$ cat config.mk
export PLATFORM = sky130hd
export DESIGN_NAME = ghash_controller
export DESIGN_NICKNAME = d
export VERILOG_FILES = /design/src/ghash_pkg.sv /design/src/ghash_controller.sv
export SDC_FILE = /design/constraint.sdc
export NUM_CORES = 1
export LEC_CHECK = 0
export BUFFER_PORTS_ARGS = -buffer_cell sky130_fd_sc_hd__buf_2
export CORE_AREA = 2 2 252 254
export DETAILED_ROUTE_END_ITERATION = 6
export DIE_AREA = 0 0 254 256
export SLEW_MARGIN = 20
export SYNTH_ARGS = -nofsm -noshare
export SYNTH_HDL_FRONTEND = slang
export SYNTH_SLANG_ARGS = --single-unit
$ cat constraint.sdc
create_clock -name i_clock -period 1.55 [get_ports i_clock]
set_input_delay 0.31 -clock i_clock [delete_from_list [all_inputs] [get_ports i_clock]]
set_output_delay 0.31 -clock i_clock [all_outputs]
set_load 0.03 [all_outputs]
$ cat src/ghash_pkg.sv
package ghash_pkg;

   // Field width, default for the top level only
   localparam int NB_DATA = 128;

   // Table index width, the table method works a byte at a time
   localparam int NB_BYTE = 8;

   // Entries of the M0 table, indexed by the seven low bits of a byte
   localparam int NB_TABLE = 2 ** (NB_BYTE - 1);

   // Reduction byte for x^128 = 1 + x + x^2 + x^7, reflected GCM order
   localparam logic [NB_BYTE-1:0] R_BYTE = 8'he1;

   // One field element, bit 127 holds the x^0 coefficient
   typedef logic [NB_DATA-1:0] gf128_t;

   // Products of H with every seven-bit pattern
   typedef gf128_t [NB_TABLE-1:0] m0_table_t;

   // Block from the host with its end-of-message marker
   typedef struct packed {
      gf128_t data;
      logic   last;
   } ghash_block_t;

   // Reduction pattern for one byte shifted out of the word
   // Index bit m stands for x^(128+m) after the byte shift
   // R folded m times still fits in the top 16 bits
   function automatic logic [2*NB_BYTE-1:0] r_table_entry
   (
      input logic [NB_BYTE-1:0] index
   );
      logic [2*NB_BYTE-1:0] pattern;
      logic [2*NB_BYTE-1:0] result;
      pattern = {R_BYTE, {NB_BYTE{1'b0}}};
      result  = '0;
      for (int m = 0; m < NB_BYTE; m++)
      begin
         // R times x^m, a right shift in reflected order
         if (index[m])
         begin
            result = result ^ (pattern >> m);
         end
      end
      return result;
   endfunction

endpackage

$ cat src/ghash_controller.sv
`timescale 1ns/1ns

module ghash_controller
#(
   parameter int NB_DATA = 128
)
(
   input  logic                    i_clock,
   input  logic                    i_reset,
   input  logic                    i_key_load,
   input  logic                    i_block_valid,
   input  ghash_pkg::ghash_block_t i_block,
   input  ghash_pkg::gf128_t       i_y,
   output logic                    o_table_load,
   output logic                    o_mul_valid,
   output ghash_pkg::gf128_t       o_data_x,
   output ghash_pkg::gf128_t       o_data_x_prev,
   output logic                    o_key_ready,
   output ghash_pkg::gf128_t       o_tag,
   output logic                    o_tag_valid
);

   // Block taken this cycle
   logic block_accept;

   // Next accepted block opens a new message
   logic msg_start;

   // Blocks before the first key are dropped
   assign block_accept = i_block_valid & o_key_ready;

   // Key pulse goes straight to the table registers
   assign o_table_load = i_key_load;

   assign o_mul_valid = block_accept;
   assign o_data_x    = i_block.data;

   // First block of a message sees Y = 0, not the old tag
   assign o_data_x_prev = msg_start ? {NB_DATA{1'b0}} : i_y;

   // Running Y doubles as the tag
   assign o_tag = i_y;

   // Key ready stays up until reset
   always_ff @(posedge i_clock)
   begin
      if (i_reset)
      begin
         o_key_ready <= 1'b0;
      end
      else if (i_key_load)
      begin
         o_key_ready <= 1'b1;
      end
   end

   // Set again by each last block
   always_ff @(posedge i_clock)
   begin
      if (i_reset)
      begin
         msg_start <= 1'b1;
      end
      else if (block_accept)
      begin
         msg_start <= i_block.last;
      end
   end

   // Pulse lines up with the final product in the multiplier register
   always_ff @(posedge i_clock)
   begin
      if (i_reset)
      begin
         o_tag_valid <= 1'b0;
      end
      else
      begin
         o_tag_valid <= block_accept & i_block.last;
      end
   end

endmodule

=== After elaboration in Yosys (flattened, before gate mapping) ===
Index checks and enable logic that the tools add are counted.

* Register bits: 3
* Bits of input ports: 261
* Output and inout port bits: 388
* Word-level logic and storage cells: 6

* Muxes and demuxes: 1
* Bitwise operators: 2

{| class="wikitable"
|+ Operator list
! cell !! number
|-
| $mux W128 || 1
|-
| $and A1 B1 Y1 || 2
|}

=== Logic depth before layout (Yosys ltp) ===
Gate-level depths: netlist of the first run.

* Word-level depth: 2
* Gate-level depth with buffers: 3

=== Worst setup path after synthesis of the first run ===
No wires, ideal clock.

* Path kind: register -> output
* Start point: reg msg_start
* End point: out o_data_x_prev[107]
* Arrival: 1.065 ns
* Setup slack: 0.175 ns
* Cell stages (with the launch flop): 4
* Buffers on the path: 2
* Path through: dfxtp_1 > buf_2 > buf_2 > nor2b_1

* Word-level cells in the longest chain between the ends: 1

{| class="wikitable"
|+ Ends and longest elaborated chain
! what !! RTL line !! RTL
|-
| start, declared || ghash_controller.sv:27 || <nowiki>logic msg_start;</nowiki>
|-
| start signal, assigned || ghash_controller.sv:66 || <nowiki>msg_start <= i_block.last;</nowiki>
|-
| $mux W128 || ghash_controller.sv:39 || <nowiki>assign o_data_x_prev = msg_start ? {NB_DATA{1'b0}} : i_y;</nowiki>
|-
| end, declared || ghash_controller.sv:17 || <nowiki>output ghash_pkg::gf128_t o_data_x_prev,</nowiki>
|}

No other way between the ends.

=== Worst setup path after layout of the first run ===
* Start point: reg msg_start
* End point: out o_data_x_prev[84]

Same word-level chain as after synthesis.

==> qor.json, run 1 <==
{
  "cp_num_buf_inv": {"value": 3},
  "grt_setup_unrepaired": {"value": "true"},
  "synthTopCellsByArea": {"value": "sky130_fd_sc_hd__buf_4, sky130_fd_sc_hd__nor2b_1, sky130_fd_sc_hd__buf_2"},
  "critical_path_peak_fanout": {"value": 14},
  "layout.core_utilization": {"value": 7.03, "unit": "%"},
  "syn-cell-area": {"value": 2900, "unit": "um^2"},
  "clock.fmax": {"value": 621, "unit": "MHz"},
  "synthToLayoutAreaGrowth": {"value": 51.4, "unit": "%"},
  "die_width": {"value": 254, "unit": "um"},
  "cts_tree": {"value": "built"},
  "final_net_count": {"value": 803},
  "cp_top_family": {"value": "buffers and inverters"},
  "cp.required": {"value": 1240, "unit": "ps"},
  "num-fill-cells": {"value": 7391},
  "groute.usage.overall": {"value": 5.40, "unit": "%"},
  "hpwlAfterDp": {"value": 17.9, "unit": "mm"},
  "p_int": {"value": 917, "unit": "uW"},
  "floorplan.die_area": {"value": 65000, "unit": "um^2"},
  "cp_data_arrival_time": {"value": 1300, "unit": "ps"},
  "synth-warning-count": {"value": 0},
  "first_iter_violations": {"value": 72},
  "largest_stage_delay_on_the_critical_path": {"value": 390, "unit": "ps"},
  "boundaryPins": {"value": 649},
  "final-setup-viol-count": {"value": 29},
  "post-synth-top-count-cell": {"value": "sky130_fd_sc_hd__buf_4"},
  "switching_power_of_the_nets": {"value": 1.11, "unit": "mW"},
  "synth.ff_latch_count": {"value": 3},
  "finalMaxSlewViolations": {"value": 0},
  "first_global_vias": {"value": 2617},
  "via_per_inst": {"value": 2.12},
  "skew_pair_late_insertion_delay": {"value": 220, "unit": "ps"},
  "critPathKind": {"value": "reg2out"},
  "synth.largest_area_cell": {"value": "sky130_fd_sc_hd__buf_4"},
  "clockBufferDepth": {"value": 2},
  "avgRoutedWirePerCell": {"value": 14.7, "unit": "um"},
  "tritoncts_num_sinks": {"value": 3},
  "synth_edf_count": {"value": 0},
  "hold_path_class": {"value": "in2reg"},
  "syn_inst": {"value": 409},
  "power.share.sequential": {"value": 4.4, "unit": "%"},
  "p_clk_share": {"value": 20.2, "unit": "%"},
  "drcViolationCount": {"value": 0},
  "core_area": {"value": 62400, "unit": "um^2"},
  "finalWeightedCongestion": {"value": 0.728},
  "netlist_top_cells_count": {"value": "sky130_fd_sc_hd__buf_4, sky130_fd_sc_hd__nor2b_1, sky130_fd_sc_hd__buf_2, sky130_fd_sc_hd__dfxtp_1, sky130_fd_sc_hd__nor2_1"},
  "cts_root_buffer": {"value": "sky130_fd_sc_hd__clkbuf_16"},
  "final_antenna_net_count": {"value": 0},
  "antenna_violations_before_repair": {"value": 8},
  "pwr-share-comb": {"value": 75.4, "unit": "%"},
  "synth.yosys.seq_area_share": {"value": 2.07, "unit": "%"},
  "pre_antenna_drt_iters": {"value": 4},
  "portBuffers": {"value": 392},
  "hold_ws": {"value": 278, "unit": "ps"},
  "critical_path.startpoint_type": {"value": "flop"},
  "mappedNetlistNets": {"value": 670},
  "maxSlewHeadroom": {"value": 74.6, "unit": "%"},
  "synth_cell_type_count": {"value": 10},
  "synthDominantCellAreaShare": {"value": 66.6, "unit": "%"},
  "static-leakage-power": {"value": 2.15, "unit": "nW"},
  "effective_utilization_at_floorplan": {"value": 4.64, "unit": "%"},
  "clkSlewWorstSetupHoldPaths": {"value": 30, "unit": "ps"},
  "dr_total_vias": {"value": 2945},
  "timing.final.hold_violations": {"value": 0},
  "finalWirelength": {"value": 20.4, "unit": "mm"},
  "cts_buffers": {"value": 3},
  "fin_ws": {"value": -61.4, "unit": "ps"},
  "maximum_number_of_pins_on_one_net_before_global_route_repair": {"value": 54},
  "crit_slowest_cell": {"value": "sky130_fd_sc_hd__dfxtp_4"},
  "period_utilisation_layout": {"value": 104, "unit": "%"},
  "drv.max_cap_violation_count": {"value": 0},
  "fp-row-count": {"value": 92},
  "drive_gt1_share": {"value": 76.5, "unit": "%"},
  "cpMostUsedCell": {"value": "sky130_fd_sc_hd__buf_16"},
  "global_route_congestion_overflow_total": {"value": 0},
  "postSynth.asyncResetShare": {"value": 0, "unit": "%"},
  "cts-htree-levels": {"value": 1},
  "critical_path.endpoint_type": {"value": "primary output"},
  "crit_path_cell_trace": {"value": "buf_16 > buf_16 > nor2b_1 > buf_4"},
  "run_status": {"value": "complete, but fails checks"},
  "power.share.switching": {"value": 54.8, "unit": "%"},
  "vdd.ir_drop.worst": {"value": 0.602, "unit": "mV"},
  "violations_in_the_final_reports": {"value": "negative setup slack"},
  "worst_pin_slew": {"value": 384, "unit": "ps"},
  "synth_ff_type": {"value": "sky130_fd_sc_hd__dfxtp_1"},
  "worst_clock_skew": {"value": 0.131, "unit": "ps"},
  "final.setup.tns": {"value": -716, "unit": "ps"},
  "fp.dieH": {"value": 256, "unit": "um"},
  "period_minus_slack": {"value": 1610, "unit": "ps"},
  "grt_pass1_wl": {"value": 22.9, "unit": "mm"},
  "cts_hold_buffers": {"value": 0},
  "synth.avg_cell_area": {"value": 7.09, "unit": "um^2"},
  "power-per-cell-area": {"value": 462, "unit": "nW/um^2"}
}
power groups by stage:
stage	Combinational (mW)	Clock, mW	Sequential [mW]
after global placement	1.45	0	0.0867
after detailed placement	1.45	0	0.0867
after floorplan	1.68	0	0.0901
after global routing	1.62	0.423	0.0920
after CTS	1.50	0.414	0.0905
final	1.53	0.409	0.0901
layer usage:
| layer | GRT usage (%) | vias up | routed length (um) |
|---|---|---|---|
| li1 | - | 1236 | - |
| met1 | 5.13 | 1218 | 6520 |
| met2 | 9.52 | 396 | 9220 |
| met3 | 2.77 | 89 | 3460 |
| met4 | 2.65 | 6 | 1110 |
| met5 | 0 | - | 46 |
area by class of cell:
cell class / count / area [um^2] / area share (%)
timing repair buffer: 399 / 2320 / 52.8
tap: 846 / 1060 / 24.1
multi-input combinational: 134 / 862 / 19.7
clock buffer: 4 / 78.8 / 1.80
sequential: 3 / 63.8 / 1.45
inverter: 1 / 3.75 / 0.0856
antenna: 1 / 2.50 / 0.0570
state kept, by name (all words and copies together) (netlist names):
signal       cells
msg_start        1
o_key_ready      1
o_tag_valid      1
cells in the final DEF (no fill, tap or decap):
cell type                   instances
sky130_fd_sc_hd__nor2b_1          117
sky130_fd_sc_hd__buf_4             56
sky130_fd_sc_hd__diode_2            1
sky130_fd_sc_hd__inv_1              1
sky130_fd_sc_hd__and3_1             1
sky130_fd_sc_hd__bufbuf_16          1
sky130_fd_sc_hd__nor2_1             2
sky130_fd_sc_hd__buf_6              6
sky130_fd_sc_hd__dfxtp_4            1
sky130_fd_sc_hd__clkbuf_1           1
sky130_fd_sc_hd__dfxtp_1            2
sky130_fd_sc_hd__nand2_1            1
sky130_fd_sc_hd__buf_12             2
sky130_fd_sc_hd__clkbuf_16          5
sky130_fd_sc_hd__nor3b_1            1
sky130_fd_sc_hd__nor2b_2           11
sky130_fd_sc_hd__a211o_1            1
sky130_fd_sc_hd__buf_16             2
sky130_fd_sc_hd__buf_2            330
path summary, 6_finish.rpt:
check / from / end / slack [ps] / cells past startpoint
worst min-delay path: i_reset / o_key_ready$_SDFFE_PP0P_ / 280 / 2
worst max-delay path: msg_start$_SDFFE_PP1P_ / o_data_x_prev[84] / -60 / 4
worst min register to register: o_key_ready$_SDFFE_PP0P_ / o_key_ready$_SDFFE_PP0P_ / 490 / 2
worst max register to register: msg_start$_SDFFE_PP1P_ / msg_start$_SDFFE_PP1P_ / 570 / 2
what timing repair did:
item / in CTS / in global routing
resized for setup: 51 / 42
endpoints found under the hold margin: 0 / 0
buffers inserted: 0 / 1
gates cloned: 1 / 2
setup endpoints to repair: 28 / 93
metrics by stage:
step	cells	power (mW)	worst slack, ps	area, um^2
3_3_place_gp	1379	1.53	179	3980
4_1_cts	1384	2.01	-67.1	4230
3_5_place_dp	1379	1.54	158	3980
6_report	1388	2.03	-61.4	4390
2_1_floorplan	409	1.77	175	2900
5_1_grt	1388	2.13	-112	4390
kinds of logic (layout without fill, tap and decap cells):
logic type,Yosys count,after routing,synth area share [%]
AOI/OAI and AO/OA,1,1,0.302
buffers and inverters,272,404,69.1
DFF,3,3,2.07
other,0,1,0
and+or+nand+nor,133,133,28.5
Power figures use the tool's default switching activity.
==> inputs of run 2 (changes only) <==
Settings changed: ABC_AREA set to 1, CORE_AREA 2 2 252 254 to 2 2 250 252, DIE_AREA 0 0 254 256 to 0 0 252 254.
==> run 2 against run 1 <==
The run still ends with negative setup slack left; synthesized cell count increased by 32%; final cell count increased by 5.8%; die area decreased by 1.6%; first-iteration DRC count increased by 43%; setup slack improved by 61 ps; hold slack got worse by 2.3 ps; routed wire length increased by 0.50%; clock power increased by 3%; area after synthesis increased by 8.2%; count of clock-buffer cells in the layout unchanged; non-clock buffer count increased by 2; sequential share of layout area decreased by 0.056 points; highest routed layer is now met4.
==> qor.json, run 2 <==
{
  "design_power_total": {"value": 2.11, "unit": "mW", "change": "was 2.03 mW"},
  "boundaryPins": {"value": 649, "change": "unchanged"},
  "fp-row-count": {"value": 91, "change": "was 92"},
  "synth.largest_area_cell": {"value": "sky130_fd_sc_hd__buf_4", "change": "unchanged"},
  "grt_setup_unrepaired": {"value": "true", "change": "unchanged"},
  "synthDominantCellAreaShare": {"value": 61.8, "unit": "%", "change": "was 66.6%"},
  "finalMaxSlewViolations": {"value": 0, "change": "unchanged"},
  "crit_slowest_cell": {"value": "sky130_fd_sc_hd__dfxtp_4", "change": "unchanged"},
  "post-synth-top-count-cell": {"value": "sky130_fd_sc_hd__buf_4", "change": "unchanged"},
  "cp_data_arrival_time": {"value": 1240, "unit": "ps", "change": "was 1300 ps"},
  "finalWeightedCongestion": {"value": 0.930, "change": "was 0.728"},
  "worst_clock_skew": {"value": 0.892, "unit": "ps", "change": "was 0.131 ps"},
  "fin_ws": {"value": -0.765, "unit": "ps", "change": "was -61.4 ps"},
  "drcViolationCount": {"value": 0, "change": "unchanged"},
  "mappedNetlistNets": {"value": 800, "change": "was 670"},
  "tritoncts_num_sinks": {"value": 3, "change": "unchanged"},
  "first_global_vias": {"value": 2758, "change": "was 2,617"},
  "mostFrequentLayoutCells": {"value": "sky130_fd_sc_hd__buf_2, sky130_fd_sc_hd__inv_1, sky130_fd_sc_hd__nor2_1, sky130_fd_sc_hd__buf_4, sky130_fd_sc_hd__nor2_2", "change": "was sky130_fd_sc_hd__buf_2, sky130_fd_sc_hd__nor2b_1, sky130_fd_sc_hd__buf_4, sky130_fd_sc_hd__nor2b_2, sky130_fd_sc_hd__buf_6"},
  "cts_root_buffer": {"value": "sky130_fd_sc_hd__clkbuf_16", "change": "unchanged"},
  "fp.dieH": {"value": 254, "unit": "um", "change": "was 256 um"},
  "postSynth.asyncResetShare": {"value": 0, "unit": "%", "change": "unchanged"},
  "hold_path_class": {"value": "in2reg", "change": "unchanged"},
  "core_area": {"value": 61300, "unit": "um^2", "change": "was 62,400 um^2"},
  "synth_edf_count": {"value": 0, "change": "unchanged"},
  "critical_path_peak_fanout": {"value": 22, "change": "was 14"},
  "hpwlAfterDp": {"value": 16.9, "unit": "mm", "change": "was 17.9 mm"},
  "critical_path.endpoint_type": {"value": "primary output", "change": "unchanged"},
  "synth_ff_type": {"value": "sky130_fd_sc_hd__dfxtp_1", "change": "unchanged"},
  "cts_buffers": {"value": 3, "change": "unchanged"},
  "cts_tree": {"value": "built", "change": "unchanged"},
  "finalWirelength": {"value": 20.5, "unit": "mm", "change": "was 20.4 mm"},
  "global_route_congestion_overflow_total": {"value": 0, "change": "unchanged"},
  "synth.yosys.seq_area_share": {"value": 1.92, "unit": "%", "change": "was 2.07%"},
  "groute.usage.overall": {"value": 5.02, "unit": "%", "change": "was 5.40%"},
  "avgRoutedWirePerCell": {"value": 13.9, "unit": "um", "change": "was 14.7 um"},
  "regs_by_ff_count": {"value": "msg_start x1, o_key_ready x1, o_tag_valid x1", "change": "unchanged"},
  "number_of_cells_after_detailed_placement": {"value": 1452, "change": "was 1,379"},
  "crit_path_cell_trace": {"value": "buf_12 > buf_6 > nor2_1 > buf_2", "change": "was buf_16 > buf_16 > nor2b_1 > buf_4"},
  "synthToLayoutAreaGrowth": {"value": 45.5, "unit": "%", "change": "was 51.4%"},
  "syn-cell-area": {"value": 3130, "unit": "um^2", "change": "was 2900 um^2"},
  "antenna_violations_before_repair": {"value": 4, "change": "was 8"},
  "worst_pin_slew": {"value": 354, "unit": "ps", "change": "was 384 ps"},
  "netlist_top_cells_count": {"value": "sky130_fd_sc_hd__buf_4, sky130_fd_sc_hd__nor2_1, sky130_fd_sc_hd__inv_1, sky130_fd_sc_hd__buf_6, sky130_fd_sc_hd__dfxtp_1", "change": "was sky130_fd_sc_hd__buf_4, sky130_fd_sc_hd__nor2b_1, sky130_fd_sc_hd__buf_2, sky130_fd_sc_hd__dfxtp_1, sky130_fd_sc_hd__nor2_1"},
  "dr_total_vias": {"value": 3372, "change": "was 2,945"},
  "final_net_count": {"value": 935, "change": "was 803"},
  "cts_hold_buffers": {"value": 0, "change": "unchanged"},
  "run_status": {"value": "complete, but fails checks", "change": "unchanged"},
  "period_utilisation_layout": {"value": 100, "unit": "%", "change": "was 104%"},
  "via_per_inst": {"value": 2.30, "change": "was 2.12"},
  "synth.ff_latch_count": {"value": 3, "change": "unchanged"},
  "largest_stage_delay_on_the_critical_path": {"value": 340, "unit": "ps", "change": "was 390 ps"},
  "final_antenna_net_count": {"value": 0, "change": "unchanged"},
  "violations_in_the_final_reports": {"value": "negative setup slack", "change": "unchanged"},
  "first_iter_violations": {"value": 103, "change": "was 72"},
  "static-leakage-power": {"value": 2.81, "unit": "nW", "change": "was 2.15 nW"},
  "power-per-cell-area": {"value": 461, "unit": "nW/um^2", "change": "was 462 nW/um^2"},
  "period_minus_slack": {"value": 1550, "unit": "ps", "change": "was 1610 ps"},
  "syn_inst": {"value": 539, "change": "was 409"},
  "floorplan.die_area": {"value": 64000, "unit": "um^2", "change": "was 65,000 um^2"},
  "grt_pass1_wl": {"value": 21.3, "unit": "mm", "change": "was 22.9 mm"},
  "vdd.ir_drop.worst": {"value": 0.301, "unit": "mV", "change": "was 0.602 mV"},
  "dp_worst_setup_slack": {"value": 208, "unit": "ps", "change": "was 158 ps"},
  "final_cell_count_no_fill": {"value": 1468, "change": "was 1,388"},
  "synth-warning-count": {"value": 0, "change": "unchanged"},
  "cp.required": {"value": 1240, "unit": "ps", "change": "about the same"},
  "clkSlewWorstSetupHoldPaths": {"value": 30, "unit": "ps", "change": "about the same"},
  "final-setup-viol-count": {"value": 1, "change": "was 29"},
  "critical_path.startpoint_type": {"value": "flop", "change": "unchanged"},
  "hold_ws": {"value": 276, "unit": "ps", "change": "was 278 ps"},
  "synthTopCellsByArea": {"value": "sky130_fd_sc_hd__buf_4, sky130_fd_sc_hd__nor2_1, sky130_fd_sc_hd__inv_1", "change": "was sky130_fd_sc_hd__buf_4, sky130_fd_sc_hd__nor2b_1, sky130_fd_sc_hd__buf_2"},
  "drv.max_cap_violation_count": {"value": 0, "change": "unchanged"},
  "layout_commonest_cell": {"value": "sky130_fd_sc_hd__buf_2", "change": "unchanged"},
  "clockBufferDepth": {"value": 2, "change": "unchanged"},
  "effective_utilization_at_floorplan": {"value": 5.12, "unit": "%", "change": "was 4.64%"},
  "clock.fmax": {"value": 645, "unit": "MHz", "change": "was 621 MHz"},
  "cts-htree-levels": {"value": 1, "change": "unchanged"},
  "synth_cell_type_count": {"value": 8, "change": "was 10"},
  "timing.final.hold_violations": {"value": 0, "change": "unchanged"},
  "die_width": {"value": 252, "unit": "um", "change": "was 254 um"},
  "portBuffers": {"value": 392, "change": "unchanged"},
  "maxSlewHeadroom": {"value": 76.5, "unit": "%", "change": "was 74.6%"},
  "synth.avg_cell_area": {"value": 5.81, "unit": "um^2", "change": "was 7.09 um^2"},
  "drive_gt1_share": {"value": 62.6, "unit": "%", "change": "was 76.5%"},
  "skew_pair_late_insertion_delay": {"value": 230, "unit": "ps", "change": "was 220 ps"},
  "pre_antenna_drt_iters": {"value": 3, "change": "was 4"},
  "critPathKind": {"value": "reg2out", "change": "unchanged"},
  "maximum_number_of_pins_on_one_net_before_global_route_repair": {"value": 89, "change": "was 54"}
}
==> run 2: cell count changes after synthesis, sizes merged <==
cell	change
inv	+129
nor2	+129
nor2b	-128
nand3	+2
a211o	-1
and3	-1
nand2	+1
nor3b	-1
==> run 2: final cells by class <==
class	count	area (um^2)
Tap cell	790	988
Sequential cell	3	63.8
Timing Repair Buffer	401	2380
Inverter	130	488
Fill cell	7230	56700
Clock buffer	4	78.8
Multi-Input combinational cell	135	549
Antenna cell	5	12.5
==> run 2: worst paths after layout <==
kind | from | endpoint | slack, ps | depth (start not counted)
min reg2reg | o_key_ready$_SDFFE_PP0P_ | o_tag_valid$_SDFF_PP0_ | 520 | 2
max reg2reg | msg_start$_SDFFE_PP1P_ | msg_start$_SDFFE_PP1P_ | 470 | 4
max | msg_start$_SDFFE_PP1P_ | o_data_x_prev[32] | -0.8 | 4
min | i_reset | o_key_ready$_SDFFE_PP0P_ | 280 | 2
==> run 2: per-layer routing <==
metal	routed length, um	GRT usage [%]	part of all wire (%)	vias to the layer above
met5	0	0	0	-
met4	1430	3.40	7.0	0
met3	3670	4.15	18	86
met2	8720	7.79	43	437
met1	6650	4.35	32	1353
li1	-	-	-	1496
==> run 2: kinds of logic (layout without fill, tap and decap cells) <==
| logic type | Yosys count | after routing | share of synthesized area (%) |
|---|---|---|---|
| buffers and inverters | 401 | 535 | 81.8 |
| other | 0 | 5 | 0 |
| and+or+nand+nor | 135 | 135 | 16.2 |
| DFF | 3 | 3 | 1.92 |
==> run 2: metrics by stage <==
step | utilization [%] | cell area (um^2) | setup TNS [ps]
floorplan | - | 3130 | 0
finish | 7.45 | 4560 | -0.765
detailed placement | 6.61 | 4050 | 0
global route | 7.44 | 4560 | -1180
global placement | 6.61 | 4050 | 0
CTS | 6.86 | 4200 | -147
==> run 2: critical path, delay by kind of cell, from the launching register on <==
kind	cells	cell delay, ps
buf+inv	3	530
simple gates	1	120
flops	1	340
==> run 2: what timing repair did <==
item / CTS / global route
buffers inserted: 0 / 3
resized for setup: 27 / 145
gates cloned: 0 / 4
setup endpoints to repair: 49 / 80
==> run 2: power by group <==
group / total (mW) / internal, mW / switching [mW]
Sequential: 0.0857 / 0.0815 / 0.00422
Combinational: 1.60 / 0.487 / 1.11
Clock: 0.420 / 0.340 / 0.0800
Total: 2.11 / 0.909 / 1.20
==> inputs of run 3 (changes only) <==
Settings changed: GPL_TIMING_DRIVEN set to 0, SETUP_SLACK_MARGIN set to 0.4.
==> run 3 against run 2 <==
The run still ends with negative setup slack left; highest routed layer unchanged; count of clock-buffer cells in the layout stayed put; register-to-register slack better by 50 ps; largest power group unchanged; non-clock buffer count is 407 higher; maximum frequency is 6.0% lower; routed wire length is 29% higher.
==> qor.json, run 3 (same netlist as run 2, synthesis figures left out) <==
{
  "critPathKind": {"value": "reg2out", "change": "unchanged"},
  "maximum_number_of_pins_on_one_net_before_global_route_repair": {"value": 11, "change": "was 89"},
  "pre_antenna_drt_iters": {"value": 4, "change": "was 3"},
  "final-setup-viol-count": {"value": 77, "change": "was 1"},
  "final_cell_area": {"value": 8640, "unit": "um^2", "change": "was 4560 um^2"},
  "hpwlAfterDp": {"value": 21.3, "unit": "mm", "change": "was 16.9 mm"},
  "floorplan.die_area": {"value": 64000, "unit": "um^2", "change": "unchanged"},
  "critical_path_peak_fanout": {"value": 5, "change": "was 22"},
  "finalWeightedCongestion": {"value": 0.922, "change": "was 0.930"},
  "worst_pin_slew": {"value": 343, "unit": "ps", "change": "was 354 ps"},
  "violations_in_the_final_reports": {"value": "negative setup slack", "change": "unchanged"},
  "boundaryPins": {"value": 649, "change": "unchanged"},
  "power.share.sequential": {"value": 2.4, "unit": "%", "change": "was 4.1%"},
  "synthToLayoutAreaGrowth": {"value": 176, "unit": "%", "change": "was 45.5%"},
  "via_per_inst": {"value": 2.60, "change": "was 2.30"},
  "p_int": {"value": 1.69, "unit": "mW", "change": "was 909 uW"},
  "period_utilisation_layout": {"value": 106, "unit": "%", "change": "was 100%"},
  "final_net_count": {"value": 1342, "change": "was 935"},
  "power.share.switching": {"value": 53.3, "unit": "%", "change": "was 56.8%"},
  "skew_pair_late_insertion_delay": {"value": 220, "unit": "ps", "change": "was 230 ps"},
  "clockBufferDepth": {"value": 2, "change": "unchanged"},
  "grt_pass1_wl": {"value": 30.1, "unit": "mm", "change": "was 21.3 mm"},
  "period_minus_slack": {"value": 1650, "unit": "ps", "change": "was 1550 ps"},
  "rr_endpoint": {"value": "msg_start$_SDFFE_PP1P_", "change": "unchanged"},
  "dpl-instance-area": {"value": 6920, "unit": "um^2", "change": "was 4050 um^2"},
  "regs_by_ff_count": {"value": "msg_start x1, o_key_ready x1, o_tag_valid x1", "change": "unchanged"},
  "crit_path_cell_trace": {"value": "buf_12 > clkbuf_16 > buf_8 > nor2_2 > buf_6", "change": "was buf_12 > buf_6 > nor2_1 > buf_2"},
  "mostFrequentLayoutCells": {"value": "sky130_fd_sc_hd__buf_2, sky130_fd_sc_hd__buf_4, sky130_fd_sc_hd__inv_1, sky130_fd_sc_hd__buf_6, sky130_fd_sc_hd__nor2_4", "change": "was sky130_fd_sc_hd__buf_2, sky130_fd_sc_hd__inv_1, sky130_fd_sc_hd__nor2_1, sky130_fd_sc_hd__buf_4, sky130_fd_sc_hd__nor2_2"},
  "groute.usage.overall": {"value": 6.74, "unit": "%", "change": "was 5.02%"},
  "fp.dieH": {"value": 254, "unit": "um", "change": "unchanged"},
  "tritoncts_num_sinks": {"value": 3, "change": "unchanged"},
  "cp.depth": {"value": 5, "change": "was 4"},
  "finalMaxSlewViolations": {"value": 0, "change": "unchanged"},
  "global_route_congestion_overflow_total": {"value": 0, "change": "unchanged"},
  "switching_power_of_the_nets": {"value": 1.93, "unit": "mW", "change": "was 1.20 mW"},
  "timing.hold.worst_path_depth": {"value": 2, "change": "unchanged"},
  "final_antenna_net_count": {"value": 0, "change": "unchanged"},
  "cp_top_family": {"value": "buffers and inverters", "change": "unchanged"},
  "antenna_violations_before_repair": {"value": 6, "change": "was 4"},
  "critical_path.startpoint_type": {"value": "flop", "change": "unchanged"},
  "portBuffers": {"value": 520, "change": "was 392"},
  "critical_path_endpoint": {"value": "o_data_x_prev[95]", "change": "was o_data_x_prev[32]"},
  "cts-htree-levels": {"value": 1, "change": "unchanged"},
  "cts_buffers": {"value": 3, "change": "unchanged"},
  "grt_setup_unrepaired": {"value": "true", "change": "unchanged"},
  "dr_total_vias": {"value": 4879, "change": "was 3,372"},
  "source_of_the_critical_timing_path": {"value": "msg_start$_SDFFE_PP1P_", "change": "unchanged"},
  "layout_commonest_cell": {"value": "sky130_fd_sc_hd__buf_2", "change": "unchanged"},
  "drive_gt1_share": {"value": 85.6, "unit": "%", "change": "was 62.6%"},
  "die_width": {"value": 252, "unit": "um", "change": "unchanged"},
  "hold_path_class": {"value": "in2reg", "change": "unchanged"},
  "cp.required": {"value": 1240, "unit": "ps", "change": "about the same"},
  "core_area": {"value": 61300, "unit": "um^2", "change": "unchanged"},
  "largest_stage_delay_on_the_critical_path": {"value": 360, "unit": "ps", "change": "was 340 ps"},
  "drv.max_cap_violation_count": {"value": 0, "change": "unchanged"},
  "maxSlewHeadroom": {"value": 77.2, "unit": "%", "change": "was 76.5%"},
  "cts_hold_buffers": {"value": 0, "change": "unchanged"},
  "ff2ff_setup_slack": {"value": 520, "unit": "ps", "change": "was 470 ps"},
  "pwr-share-comb": {"value": 86.2, "unit": "%", "change": "was 76.0%"},
  "cp_data_arrival_time": {"value": 1340, "unit": "ps", "change": "was 1240 ps"},
  "power-per-cell-area": {"value": 419, "unit": "nW/um^2", "change": "was 461 nW/um^2"},
  "finalWirelength": {"value": 26.3, "unit": "mm", "change": "was 20.5 mm"},
  "effective_utilization_at_floorplan": {"value": 5.12, "unit": "%", "change": "unchanged"},
  "vdd.ir_drop.worst": {"value": 0.481, "unit": "mV", "change": "was 0.301 mV"},
  "fin_ws": {"value": -99.2, "unit": "ps", "change": "was -0.765 ps"},
  "regToRegStartpoint": {"value": "msg_start$_SDFFE_PP1P_", "change": "unchanged"},
  "clock.fmax": {"value": 606, "unit": "MHz", "change": "was 645 MHz"},
  "cts_root_buffer": {"value": "sky130_fd_sc_hd__clkbuf_16", "change": "unchanged"},
  "run_status": {"value": "complete, but fails checks", "change": "unchanged"},
  "timing.final.hold_violations": {"value": 0, "change": "unchanged"},
  "first_global_vias": {"value": 4358, "change": "was 2,758"},
  "first_iter_violations": {"value": 177, "change": "was 103"},
  "worst_clock_skew": {"value": 2.17, "unit": "ps", "change": "was 0.892 ps"},
  "drcViolationCount": {"value": 0, "change": "unchanged"},
  "p_clk_share": {"value": 11.4, "unit": "%", "change": "was 20.0%"},
  "worst-r2r-cell-count": {"value": 5, "change": "was 4"},
  "cp_num_buf_inv": {"value": 4, "change": "was 3"},
  "clkSlewWorstSetupHoldPaths": {"value": 30, "unit": "ps", "change": "about the same"},
  "crit_slowest_cell": {"value": "sky130_fd_sc_hd__dfxtp_4", "change": "unchanged"},
  "avgRoutedWirePerCell": {"value": 14.1, "unit": "um", "change": "was 13.9 um"},
  "design_power_total": {"value": 3.62, "unit": "mW", "change": "was 2.11 mW"},
  "cts_tree": {"value": "built", "change": "unchanged"},
  "static-leakage-power": {"value": 4.91, "unit": "nW", "change": "was 2.81 nW"},
  "critical_path.endpoint_type": {"value": "primary output", "change": "unchanged"},
  "fp-row-count": {"value": 91, "change": "unchanged"}
}
-- run 3: worst min path at each step --
| stage | startpoint | end | slack (ps) |
|---|---|---|---|
| finish | i_reset | o_key_ready$_SDFFE_PP0P_ | 280 |
| global route | i_reset | o_key_ready$_SDFFE_PP0P_ | 280 |
| CTS | i_reset | o_key_ready$_SDFFE_PP0P_ | 270 |
| detailed placement | o_key_ready$_SDFFE_PP0P_ | o_key_ready$_SDFFE_PP0P_ | 480 |
| global placement | o_key_ready$_SDFFE_PP0P_ | o_key_ready$_SDFFE_PP0P_ | 470 |
| floorplan | i_reset | o_key_ready$_SDFFE_PP0P_ | 370 |
-- run 3: worst register-to-register path, stage by stage (launching register included) --
cell and delay [ps]:
sky130_fd_sc_hd__dfxtp_4 360, sky130_fd_sc_hd__buf_4 150, sky130_fd_sc_hd__buf_12 130, sky130_fd_sc_hd__clkbuf_16 160
sky130_fd_sc_hd__nand2_1 60, sky130_fd_sc_hd__nand3_1 50
-- run 3: power by group through the flow --
stage / sequential [mW] / clock, mW / combinational [mW]
finish: 0.0883 / 0.412 / 3.12
global placement: 0.0883 / 0 / 2.63
floorplan: 0.0911 / 0 / 1.78
detailed placement: 0.0883 / 0 / 2.64
CTS: 0.0885 / 0.420 / 2.93
global route: 0.0897 / 0.427 / 3.28
-- run 3: stage by stage --
step,hold slack (ps),worst slack (ps),setup TNS (ps),cells,utilization [%]
after CTS,274,-96.9,-5570,1861,13.0
final,278,-99.2,-3410,1873,14.1
after floorplan,375,238,0,539,-
after detailed placement,484,-120,-1210,1849,11.3
after global placement,470,-115,-1010,1849,11.3
after global routing,282,-142,-8720,1873,14.1
-- run 3: cell type report --
| type | instances | area [um^2] |
|---|---|---|
| repair buffers | 537 | 3680 |
| plain buffers | 271 | 2200 |
| multi-input cells | 135 | 1130 |
| clock buffers | 4 | 78.8 |
| diodes | 3 | 7.51 |
| inverters | 130 | 488 |
| fillers | 6933 | 52600 |
| well taps | 790 | 988 |
| flip-flops and latches | 3 | 65.1 |
-- run 3: what timing repair did --
item | 4_1_cts | 5_1_grt
cloned | 3 | 9
setup buffers | 5 | 0
hold endpoints to repair | 0 | 0
resized for setup | 254 | 134
pin swaps | 14 | 31
endpoints found under the setup margin | 133 | 132
-- run 3: layer usage --
| layer | up-vias | GRT usage [%] | wire [um] |
|---|---|---|---|
| met2 | 404 | 11.6 | 12600 |
| li1 | 2316 | - | - |
| met3 | 39 | 2.76 | 3170 |
| met5 | - | 0 | 0 |
| met4 | 0 | 3.50 | 1120 |
| met1 | 2120 | 7.07 | 9460 |
